`config.mk`:
```
export PLATFORM = sky130hd
export DESIGN_NAME = retire_unit
export DESIGN_NICKNAME = d
export VERILOG_FILES = /design/src/rtl/retire_pkg.sv /design/src/rtl/retire_if.sv /design/src/rtl/arch_regfile.sv /design/src/rtl/reorder_buffer.sv /design/src/rtl/retire_unit.sv /design/src/rtl/stage_rt.sv
export VERILOG_INCLUDE_DIRS = /design/src /design/src/rtl
export SDC_FILE = /design/constraint.sdc
export NUM_CORES = 2
export LEC_CHECK = 0
export BUFFER_PORTS_ARGS = -buffer_cell sky130_fd_sc_hd__buf_4
export CORE_UTILIZATION = 40
export CTS_CLUSTER_DIAMETER = 60
export DETAILED_ROUTE_END_ITERATION = 16
export REMOVE_ABC_BUFFERS = 1
export SLEW_MARGIN = 0
export SYNTH_ARGS = -nofsm -noshare
export SYNTH_HDL_FRONTEND = slang
export SYNTH_SLANG_ARGS = --single-unit
```
`constraint.sdc`:
```
create_clock -name clock -period 13.81 [get_ports clock]
set_input_delay 0 -clock clock [delete_from_list [all_inputs] [get_ports clock]]
set_output_delay 0 -clock clock [all_outputs]
set_load 0.02 [all_outputs]
```
`src/rtl/retire_defines.svh`:
```
// shared width and depth macros for the retire subsystem, include wherever a size is needed
`ifndef RETIRE_DEFINES_SVH
`define RETIRE_DEFINES_SVH

////////////////////
// datapath widths
////////////////////

// result values, store data and store addresses
`define RT_XLEN 64

// architectural register number, 32 registers
`define RT_REG_ADDR_W 5

////////////////////
// reorder buffer
////////////////////

// entries in flight, keep a power of two so pointers wrap for free
`define RT_ROB_DEPTH 8

// log2 of RT_ROB_DEPTH, change both together
`define RT_ROB_TAG_W 3

`endif

```
`src/rtl/retire_pkg.sv`:
```
// vector types shared by the retire RTL and its testbench, pull in with a wildcard import
`default_nettype none

`include "retire_defines.svh"

package retire_pkg;

    ////////////////////
    // datapath
    ////////////////////

    // result value, store data or store address
    typedef logic [`RT_XLEN-1:0] word_t;

    // architectural register number
    typedef logic [`RT_REG_ADDR_W-1:0] reg_addr_t;

    ////////////////////
    // reorder buffer
    ////////////////////

    // slot index, doubles as the tag handed out at dispatch
    typedef logic [`RT_ROB_TAG_W-1:0] rob_tag_t;

    // occupancy 0..depth, one bit wider than a tag
    typedef logic [`RT_ROB_TAG_W:0] rob_count_t;

endpackage

`default_nettype wire

```
`src/rtl/retire_if.sv`:
```
// head entry of the reorder buffer as offered to the retire stage, one entry per cycle
`timescale 1ns/1ps
`default_nettype none

interface retire_if import retire_pkg::*; ();

    logic      rob_valid;         // head slot occupied
    logic      rob_ready;         // head entry completed
    word_t     value;             // result, or store data
    reg_addr_t dest_reg;          // destination register
    word_t     mem_addr;          // store address
    logic      is_store;          // head is a store
    logic      branch_mispredict; // head is a completed, mispredicted branch

    // buffer side drives everything
    modport rob (
        output rob_valid, rob_ready, value, dest_reg, mem_addr, is_store,
               branch_mispredict
    );

    // retire side only listens, never stalls
    modport rt (
        input rob_valid, rob_ready, value, dest_reg, mem_addr, is_store,
              branch_mispredict
    );

endinterface

`default_nettype wire

```
`src/rtl/arch_regfile.sv`:
```
// architectural register file, one write from retirement, one combinational read, x0 is zero
`timescale 1ns/1ps
`default_nettype none

`include "retire_defines.svh"

module arch_regfile import retire_pkg::*; (
    input  logic      clock,
    input  logic      rst_n,
    // write from retire
    input  logic      write_enable,
    input  reg_addr_t write_addr,
    input  word_t     write_data,
    // read port
    input  reg_addr_t read_addr,
    output word_t     read_data
);

    localparam int NUM_REGS = 1 << `RT_REG_ADDR_W;  // 32

    word_t regs [NUM_REGS];

    ////////////////////
    // write
    ////////////////////

    always_ff @(posedge clock) begin
        if (!rst_n) begin
            // architectural state starts at zero
            for (int i = 0; i < NUM_REGS; i++) begin
                regs[i] <= '0;
            end
        end else if (write_enable && (write_addr != '0)) begin
            regs[write_addr] <= write_data;  // x0 writes dropped
        end
    end

    ////////////////////
    // read
    ////////////////////

    // no bypass, a write shows up the cycle after retire_valid
    assign read_data = (read_addr == '0) ? '0 : regs[read_addr];

endmodule

`default_nettype wire

```
`src/rtl/reorder_buffer.sv`:
```
// circular reorder buffer: tags on dispatch, out of order completion, in order release at head
`timescale 1ns/1ps
`default_nettype none

`include "retire_defines.svh"

module reorder_buffer import retire_pkg::*; (
    input  logic      clock,
    input  logic      rst_n,
    // dispatch, program order
    input  logic      dispatch_valid,
    input  reg_addr_t dispatch_dest,
    input  logic      dispatch_is_store,
    input  logic      dispatch_is_branch,
    output logic      dispatch_ready,
    output rob_tag_t  dispatch_tag,        // slot the accepted instruction lands in
    // completion, any order, no back-pressure
    input  logic      complete_valid,
    input  rob_tag_t  complete_tag,
    input  word_t     complete_value,
    input  word_t     complete_mem_addr,
    input  logic      complete_mispredict,
    // oldest entry toward retire
    retire_if.rob     head
);

    localparam rob_count_t ROB_FULL = rob_count_t'(`RT_ROB_DEPTH);

    ////////////////////
    // state
    ////////////////////

    rob_tag_t   head_ptr;  // oldest entry
    rob_tag_t   tail_ptr;  // next free slot
    rob_count_t count;     // entries in flight
    logic       alive;     // low during reset, blocks dispatch until the first cycle out

    // per slot flags
    logic [`RT_ROB_DEPTH-1:0] slot_busy;
    logic [`RT_ROB_DEPTH-1:0] slot_done;
    logic [`RT_ROB_DEPTH-1:0] slot_is_store;
    logic [`RT_ROB_DEPTH-1:0] slot_is_branch;
    logic [`RT_ROB_DEPTH-1:0] slot_mispredict;

    // per slot payload
    reg_addr_t slot_dest  [`RT_ROB_DEPTH];
    word_t     slot_value [`RT_ROB_DEPTH];
    word_t     slot_addr  [`RT_ROB_DEPTH];

    rob_tag_t head_next;
    logic     dispatch_fire;
    logic     release_head;
    logic     flush;

    ////////////////////
    // head view
    ////////////////////

    assign head.rob_valid = slot_busy[head_ptr];
    assign head.rob_ready = slot_done[head_ptr];     // done is cleared whenever a slot frees
    assign head.value     = slot_value[head_ptr];
    assign head.dest_reg  = slot_dest[head_ptr];
    assign head.mem_addr  = slot_addr[head_ptr];
    assign head.is_store  = slot_is_store[head_ptr];
    assign head.branch_mispredict = slot_busy[head_ptr] & slot_done[head_ptr]
                                  & slot_is_branch[head_ptr] & slot_mispredict[head_ptr];

    assign release_head = head.rob_valid & head.rob_ready;    // one per cycle
    assign flush        = release_head & head.branch_mispredict; // squash all younger
    assign head_next    = head_ptr + rob_tag_t'(1);

    // no dispatch while full or while the younger entries are being thrown away
    assign dispatch_ready = alive & (count != ROB_FULL) & ~flush;
    assign dispatch_tag   = tail_ptr;
    assign dispatch_fire  = dispatch_valid & dispatch_ready;

    ////////////////////
    // pointers and count
    ////////////////////

    always_ff @(posedge clock) begin
        if (!rst_n) begin
            head_ptr <= '0;
            tail_ptr <= '0;
            count    <= '0;
            alive    <= 1'b0;
        end else begin
            alive <= 1'b1;
            if (release_head)
                head_ptr <= head_next;
            if (flush) begin
                tail_ptr <= head_next;  // tail snaps back onto the new head
                count    <= '0;         // branch left, everything behind it gone
            end else begin
                if (dispatch_fire)
                    tail_ptr <= tail_ptr + rob_tag_t'(1);
                count <= count + rob_count_t'(dispatch_fire) - rob_count_t'(release_head);
            end
        end
    end

    // busy and done, order matters: flush clear wins over a same cycle completion
    always_ff @(posedge clock) begin
        if (!rst_n) begin
            slot_busy <= '0;
            slot_done <= '0;
        end else begin
            if (dispatch_fire) begin
                slot_busy[tail_ptr] <= 1'b1;
                slot_done[tail_ptr] <= 1'b0;
            end
            if (complete_valid)
                slot_done[complete_tag] <= 1'b1;
            if (release_head) begin
                slot_busy[head_ptr] <= 1'b0;
                slot_done[head_ptr] <= 1'b0;
            end
            if (flush) begin
                slot_busy <= '0;
                slot_done <= '0;
            end
        end
    end

    // payload, written at dispatch and at completion
    always_ff @(posedge clock) begin
        if (dispatch_fire) begin
            slot_dest[tail_ptr]       <= dispatch_dest;
            slot_is_store[tail_ptr]   <= dispatch_is_store;
            slot_is_branch[tail_ptr]  <= dispatch_is_branch;
            slot_mispredict[tail_ptr] <= 1'b0;
        end
        if (complete_valid) begin
            slot_value[complete_tag]      <= complete_value;
            slot_addr[complete_tag]       <= complete_mem_addr;
            slot_mispredict[complete_tag] <= complete_mispredict; // only branches set this
        end
    end

    ////////////////////
    // checks
    ////////////////////

    // execution side may only finish something that is in flight and not finished yet
    a_complete_live: assert property (@(posedge clock) disable iff (!rst_n)
        complete_valid |-> slot_busy[complete_tag] && !slot_done[complete_tag])
        else $error("completion for tag %0d that is free or already done", complete_tag);

    a_count_bound: assert property (@(posedge clock) disable iff (!rst_n)
        count <= ROB_FULL)
        else $error("occupancy %0d past depth", count);

endmodule

`default_nettype wire

```
`src/rtl/retire_unit.sv`:
```
// top of the retire subsystem, reorder buffer into retire stage into register file
`timescale 1ns/1ps
`default_nettype none

module retire_unit import retire_pkg::*; (
    input  logic      clock,
    input  logic      rst_n,
    // dispatch
    input  logic      dispatch_valid,
    input  reg_addr_t dispatch_dest,
    input  logic      dispatch_is_store,
    input  logic      dispatch_is_branch,
    output logic      dispatch_ready,
    output rob_tag_t  dispatch_tag,
    // completion
    input  logic      complete_valid,
    input  rob_tag_t  complete_tag,
    input  word_t     complete_value,
    input  word_t     complete_mem_addr,
    input  logic      complete_mispredict,
    // retire and recovery
    output logic      retire_valid,
    output reg_addr_t retire_dest,
    output word_t     retire_value,
    output logic      store_valid,
    output word_t     store_addr,
    output word_t     store_data,
    output logic      recovery_valid,
    // register read
    input  reg_addr_t read_addr,
    output word_t     read_data
);

    retire_if head_if ();  // buffer head toward retire

    reorder_buffer rob0 (
        .clock               (clock),
        .rst_n               (rst_n),
        .dispatch_valid      (dispatch_valid),
        .dispatch_dest       (dispatch_dest),
        .dispatch_is_store   (dispatch_is_store),
        .dispatch_is_branch  (dispatch_is_branch),
        .dispatch_ready      (dispatch_ready),
        .dispatch_tag        (dispatch_tag),
        .complete_valid      (complete_valid),
        .complete_tag        (complete_tag),
        .complete_value      (complete_value),
        .complete_mem_addr   (complete_mem_addr),
        .complete_mispredict (complete_mispredict),
        .head                (head_if.rob)
    );

    stage_rt rt0 (
        .clock          (clock),
        .rst_n          (rst_n),
        .head           (head_if.rt),
        .retire_valid   (retire_valid),
        .retire_dest    (retire_dest),
        .retire_value   (retire_value),
        .store_valid    (store_valid),
        .store_addr     (store_addr),
        .store_data     (store_data),
        .recovery_valid (recovery_valid)
    );

    // retire outputs double as the write port
    arch_regfile rf0 (
        .clock        (clock),
        .rst_n        (rst_n),
        .write_enable (retire_valid),
        .write_addr   (retire_dest),
        .write_data   (retire_value),
        .read_addr    (read_addr),
        .read_data    (read_data)
    );

endmodule

`default_nettype wire

```
`src/rtl/stage_rt.sv`:
```
// retire stage that registers the released head into register write, store commit and recovery
`timescale 1ns/1ps
`default_nettype none

module stage_rt import retire_pkg::*; (
    input  logic      clock,
    input  logic      rst_n,
    retire_if.rt      head,            // released when valid and ready
    // register file write
    output logic      retire_valid,
    output reg_addr_t retire_dest,
    output word_t     retire_value,
    // store commit
    output logic      store_valid,
    output word_t     store_addr,
    output word_t     store_data,
    // branch recovery
    output logic      recovery_valid
);

    logic take;  // head leaves the buffer this edge

    assign take = head.rob_valid & head.rob_ready;

    // one cycle valid pulses that drop on every idle cycle
    always_ff @(posedge clock) begin
        if (!rst_n) begin
            retire_valid   <= 1'b0;
            store_valid    <= 1'b0;
            recovery_valid <= 1'b0;
        end else begin
            // plain result only when the destination is not x0
            retire_valid   <= take & ~head.branch_mispredict & ~head.is_store
                            & (head.dest_reg != '0);
            store_valid    <= take & ~head.branch_mispredict & head.is_store;
            recovery_valid <= take & head.branch_mispredict; // no write on a mispredict
        end
    end

    // payload only meaningful alongside its valid
    always_ff @(posedge clock) begin
        if (take) begin
            retire_dest  <= head.dest_reg;
            retire_value <= head.value;
            store_addr   <= head.mem_addr;
            store_data   <= head.value;    // stores carry data in the value field
        end
    end

    ////////////////////
    // checks
    ////////////////////

    a_one_kind: assert property (@(posedge clock) disable iff (!rst_n)
        !(retire_valid && store_valid))
        else $error("register write and store commit in the same cycle");

endmodule

`default_nettype wire

```
* After elaboration in Yosys (flattened, before gate mapping) *
Memories as Yosys holds them, arrays and structs flattened. A register that Yosys moved wholly into a read port is not among the register bits.
Index checks and enable logic that the tools add are counted.

word-level totals
  bits of input ports = 148
  output and inout port bits = 268
  flip-flop bits (word level) = 59
  bits in read-only memories = 0
  bits in writable memories = 3112
  word-level logic and storage cells = 107
  bits in latches = 0
  memories kept = 4

operators by class
  bitwise logic cells = 23
  shifts and indexed selects = 0
  multiply operators = 0
  mux-type cells = 46
  equal/unequal tests = 1
  add/sub/neg operators = 4
  reductions and logical operators = 10
  $lt $le $gt $ge = 6
  divide/modulo/power cells = 0

memory list
  name             words  width  rd ports  clocked after Yosys merged registers in  wr ports  RTL line              RTL
  rf0.regs         32     64     1         0                                        32        arch_regfile.sv:21    word_t regs [NUM_REGS];
  rob0.slot_addr   8      64     1         1                                        1         reorder_buffer.sv:48  word_t slot_addr [`RT_ROB_DEPTH];
  rob0.slot_value  8      64     1         1                                        1         reorder_buffer.sv:47  word_t slot_value [`RT_ROB_DEPTH];
  rob0.slot_dest   8      5      1         1                                        1         reorder_buffer.sv:46  reg_addr_t slot_dest [`RT_ROB_DEPTH];

operators by type and width
  cell                 count
  $mux 64              2
  $mux 8               10
  $reduce_or 64->1     1
  $and 8x8->8          4
  $bwmux 8             3
  $mux 1               18
  $not 8->8            2
  $or 8x8->8           2
  $bmux 1 s3           5
  $lt 3x4->1 const B   3
  $mux 3               4
  $and 1x1->1          11
  $reduce_bool 5->1    2
  $demux 1 s3          3
  $ge 3x1->1 const B   3
  $add 3x1->3 const B  2
  $logic_not 5->1      1
  $mux 5               1
  $add 4x1->4          1
  $logic_and 1x1->1    4
  $ne 4x4->1 const B   1
  $not 1->1            4
  $sub 4x1->4          1
  $reduce_bool 2->1    1
  $reduce_or 2->1      1

* Depth between registers and ports, before layout *
  word-level depth = 16
  mapped depth = 12
  mapped depth without buffers = 11

* By module *
A second synthesis with hierarchy kept.

unflattened totals
  cell total of the unflattened synthesis = 7674
  area, all modules = 138506.6 µm²

by module, submodules not included
  module          seq. area each (µm²)  area each (µm²)  cells an instance  times used
  arch_regfile    60928.4               91480.2          5656               1
  reorder_buffer  33191.8               42426.9          1810               1
  stage_rt        4053.9                4599.4           208                1

* Worst setup path after synthesis *
OpenSTA, ideal clock, no wires.

  path type = input -> register
  from = input port complete_tag[1]
  to = register rob0.slot_mispredict[0]
  stages on the path = 3
  path slack = 3.909 ns
  setup time = 0.138 ns
  arrival time = 9.762 ns
  required time = 13.672 ns
  path buffers = 0
  cell sequence = nor3_1 > mux2i_1 > nor2_1

between the ends
  word-level cells in the longest chain between the ends = 6
  elaborated cells between the ends (all ways) = 7
  those cells by class = order compare: 2; mux: 4; reduce/logical: 1

RTL lines
  what                                                                   RTL line               RTL
  start, declared                                                        retire_unit.sv:17      input rob_tag_t complete_tag,
  $lt 3x4->1 (implied by the code) / $ge 3x1->1 (equally long branches)  reorder_buffer.sv:136  slot_mispredict[complete_tag] <= complete_mispredict;
  $logic_and 1x1->1 (implied by the code)                                reorder_buffer.sv:136
  $mux 1 (implied by the code)                                           reorder_buffer.sv:136
  $demux 1 s3 *                                                          --
  $bwmux 8 *                                                             reorder_buffer.sv:136
  $mux 8 *                                                               reorder_buffer.sv:133  if (complete_valid) begin
  end signal, assigned by index                                          reorder_buffer.sv:136
  end, declared                                                          reorder_buffer.sv:43   logic [`RT_ROB_DEPTH-1:0] slot_mispredict;

Every way passes the cells marked *; elsewhere a longest branch is shown, timed or not.
A chain may end at the register's enable or synchronous reset.

* Worst setup path in the final report *
  from = input port read_addr[0]
  to = output port read_data[20]

between the ends
  word-level cells in the longest chain between the ends = 2
  elaborated cells between the ends (all ways) = 3
  those cells by class = mux: 1; reduce/logical: 1; memory: 1

RTL lines
  what                                                     RTL line            RTL
  start, declared                                          retire_unit.sv:30   input reg_addr_t read_addr,
  $mem_v2 32x64 / $logic_not 5->1 (equally long branches)  --
  $mux 64 *                                                arch_regfile.sv:43  assign read_data = (read_addr == '0) ? '0 : regs[read_addr];
  end, declared                                            retire_unit.sv:31   output word_t read_data

Marked as above.

==> results.cfg <==
[sta]
final.setup_skew_ps = 61.36
finalHoldWorstSlack_ps = 115.8
max-slew-margin-rel = 0.06832
setup_viol_count_final = 0
post-route-period-util = 0.3439
setup_ws_ps = 9060
timing_max_transition_violations_final = 0
final-hold-violation-count = 0
rsz0062_at_grt = no
timing.fmax_mhz = 210.5
layout_min_cycle_time_ps = 4750
tightest_slew_ps = 1398

[detailed_routing]
drt_pass1_iterations = 5
per_cell_routed_wire_length_microns = 29.65
initialDrtViolationCount = 8602
drt_drc_violations_left = 0
postRouteAntennaNets = 0
route.final.wire_length_microns = 410200
via_count = 77510
viasPerCell = 5.603

[layout]
design.final.nets = 9110
nFillCells = 29360
syn2layout_area_growth_pct = 16.16
layout-drive-gt1-share = 0.2006
area_of_the_multi_input_gates_sq_um = 38230
final-seq-area_sq_um = 98760
design_area_sq_um = 162000
layout.cells.non_filler = 13830

[floorplanning]
initial_core_util = 0.4024
core_sq_um = 346500
top_level_ports = 416
die_h_microns = 592.4
placementRows = 216
dieWidth_microns = 592.4
die_area_sq_um = 350900

[global_route]
grt_usage = 0.2305
antenna_violations_before_repair = 80
grt_first_pass_wirelength_microns = 578400
maximum_number_of_pins_on_one_net_before_global_route_repair = 127
first_global_vias = 78400
overflow = 0

[pwr]
totalPowerFinal_w = 0.02189
p_leak_nw = 55.52
peak_supply_drop_mv = 0.1242
cellPowerDensity_nw_per_um2 = 135.2

[flow_run]
drv.max_cap_violation_count = 0

[status]
run_status = finished clean

[logic_synthesis]
synth_most_common_cell = sky130_fd_sc_hd__edfxtp_1
synth-seq-area-share = 0.7082
synth_async_sr_flop_share = 0
syn_area_sq_um = 139400
synth_top_area_share = 0.7023
post-synth-top-area-cell = sky130_fd_sc_hd__edfxtp_1
post_synth_inst_count = 8385
synth_flop_cell = sky130_fd_sc_hd__edfxtp_1
syn-mean-instance-area_sq_um = 16.63
netlist-cell-type-count = 51
synth_commonest_cells = sky130_fd_sc_hd__edfxtp_1 (3261), sky130_fd_sc_hd__and2_1 (1986), sky130_fd_sc_hd__mux4_2 (629)
netlist_top_cells_area = sky130_fd_sc_hd__edfxtp_1 (70%), sky130_fd_sc_hd__mux4_2 (10%), sky130_fd_sc_hd__and2_1 (8.9%)
yosysWarningCount = 0
number_of_synthesized_flops_with_an_enable_pin = 3261
synth-seq-cells = 3302

[clocking]
cts_made_buffers = 356
cts_tree = built
clk_latency_ps = 970
cts_root_buf = sky130_fd_sc_hd__clkbuf_16
worst_setup_hold_path_clk_slew_ps = 60
cts_htree_levels = 5
cts_sinks = 3302
cts_resized = 0
clock_path_buffers = 4

[setup_path]
r2r.worst_path.cells = 8
crit_path_max_fanout = 103
worstReg2RegStart = rob0.head_ptr[0]$_SDFFE_PN0N_
req_time_crit_path_ps = 13810
regToRegEndpoint = rt0.store_addr[44]$_DFFE_PN_
worstSetupPathType = input pin to output pin
crit_path_end_kind = output pin
r2r_setup_slack_ps = 9530
cp-start-kind = input pin
arrival_ps = 4750

[worst_hold_path]
worst_hold_startpoint = complete_tag[0]
whs_endpoint = rob0.slot_value[3][58]$_DFFE_PP_
timing.hold.worst.class = input pin to flip-flop
hold_path_depth = 4

[place]
dpl_cell_area_sq_um = 147700
place.port_buffers = 415
dp_slack_ps = 8986
placed_cells = 12880
place_hpwl_microns = 218400
gp_routability_congestion = 0.7773
==> state kept, by name (all words and copies together) (netlist names), named ones only <==
| register | cells |
|---|---|
| rt0.retire_valid | 1 |
| rob0.slot_mispredict | 8 |
| rt0.recovery_valid | 1 |
| rt0.store_valid | 1 |
| rob0.slot_dest | 40 |
| rt0.store_addr | 64 |
| rob0.slot_addr | 512 |
| rob0.head_ptr | 3 |
| rob0.slot_is_branch | 8 |
| rob0.alive | 1 |
| rob0.slot_value | 512 |
| rob0.dispatch_tag | 3 |
| rob0.slot_done | 8 |
| rt0.retire_dest | 5 |
| rf0.regs | 2048 |
| rob0.count | 4 |
| rt0.retire_value | 64 |
| rob0.slot_busy | 8 |
| rob0.slot_is_store | 8 |
==> how the worst max path moves through the flow <==
stage	start	cells past startpoint	slack, ps	end
after floorplan	rob0.head_ptr[0]$_SDFFE_PN0N_	4	-5080	rt0.retire_value[11]$_DFFE_PN_
after global placement	read_addr[0]	9	8970	read_data[17]
after detailed placement	read_addr[0]	9	8990	read_data[20]
after CTS	read_addr[0]	9	8980	read_data[20]
after global routing	read_addr[0]	9	8690	read_data[59]
final	read_addr[0]	9	9060	read_data[20]
==> layout by cell type, fill, tap and decap left out, types with 92 or more instances in the layout <==
master                          instances
sky130_fd_sc_hd__clkbuf_16            362
sky130_fd_sc_hd__buf_4                607
sky130_fd_sc_hd__o21ai_0              209
sky130_fd_sc_hd__nand2_1              102
sky130_fd_sc_hd__edfxtp_1            3261
sky130_fd_sc_hd__dlygate4sd3_1        285
sky130_fd_sc_hd__mux2i_1              413
sky130_fd_sc_hd__nor2_1               311
sky130_fd_sc_hd__and2_1              1986
sky130_fd_sc_hd__clkbuf_1              92
sky130_fd_sc_hd__o22a_1               117
sky130_fd_sc_hd__mux4_2               629
sky130_fd_sc_hd__a21oi_1              285
==> area by class of cell <==
cell class / instances / area share
flip-flops and latches: 3302 / 0.6098
multi-input cells: 4330 / 0.2360
clock buffers: 457 / 0.05832
repair buffers: 911 / 0.04815
well taps: 4578 / 0.03537
clock inverters: 183 / 0.01072
inverters: 53 / 0.001336
diodes: 20 / 0.0003090
==> layer usage <==
metal	GRT usage	part of all wire
met4	0.05811	0.024
met5	0	0.0010
met2	0.3819	0.48
met1	0.3131	0.40
met3	0.04409	0.088
==> metrics by stage <==
step | util | TNS (ps)
3_3_place_gp | 0.4264 | 0
2_1_floorplan | - | -1072050
3_5_place_dp | 0.4264 | 0
4_1_cts | 0.4669 | 0
5_1_grt | 0.4673 | 0
6_report | 0.4675 | 0
==> where the power goes <==
group          leakage (nW)  internal (W)  switching (W)
sequential             32.4        0.0113      0.0000951
clock                  5.42       0.00530        0.00397
combinational          17.7      0.000475       0.000728
total                  55.5        0.0171        0.00479
==> worst max-delay path, stage by stage <==
cell,delay (ps)
sky130_fd_sc_hd__buf_8,540
sky130_fd_sc_hd__buf_12,710
sky130_fd_sc_hd__buf_4,680
sky130_fd_sc_hd__buf_12,590
sky130_fd_sc_hd__mux4_2,600
sky130_fd_sc_hd__mux4_2,460
sky130_fd_sc_hd__nand2_1,90
sky130_fd_sc_hd__o21ai_0,290
sky130_fd_sc_hd__buf_4,300
==> logic make-up after synthesis <==
logic type               count (synthesis)  share of synthesized area
flip-flops                            3302                     0.7082
multiplexers                          1074                     0.1339
buffers and inverters                  816                    0.02421
other                                    1                 0.00002690
AO/OA/AOI/OAI                          669                    0.02803
adder cells (fa/ha/maj)                  8                  0.0007717
XOR/XNOR                                 6                  0.0003769
AND/OR/NAND/NOR                       2509                     0.1045
==> what timing repair did <==
action | in CTS | in global routing
hold buffers | 285 | 0
buffers inserted | 0 | 0
hold endpoints to repair | 1256 | 0
No activity file was read; power rests on OpenSTA's default activity.
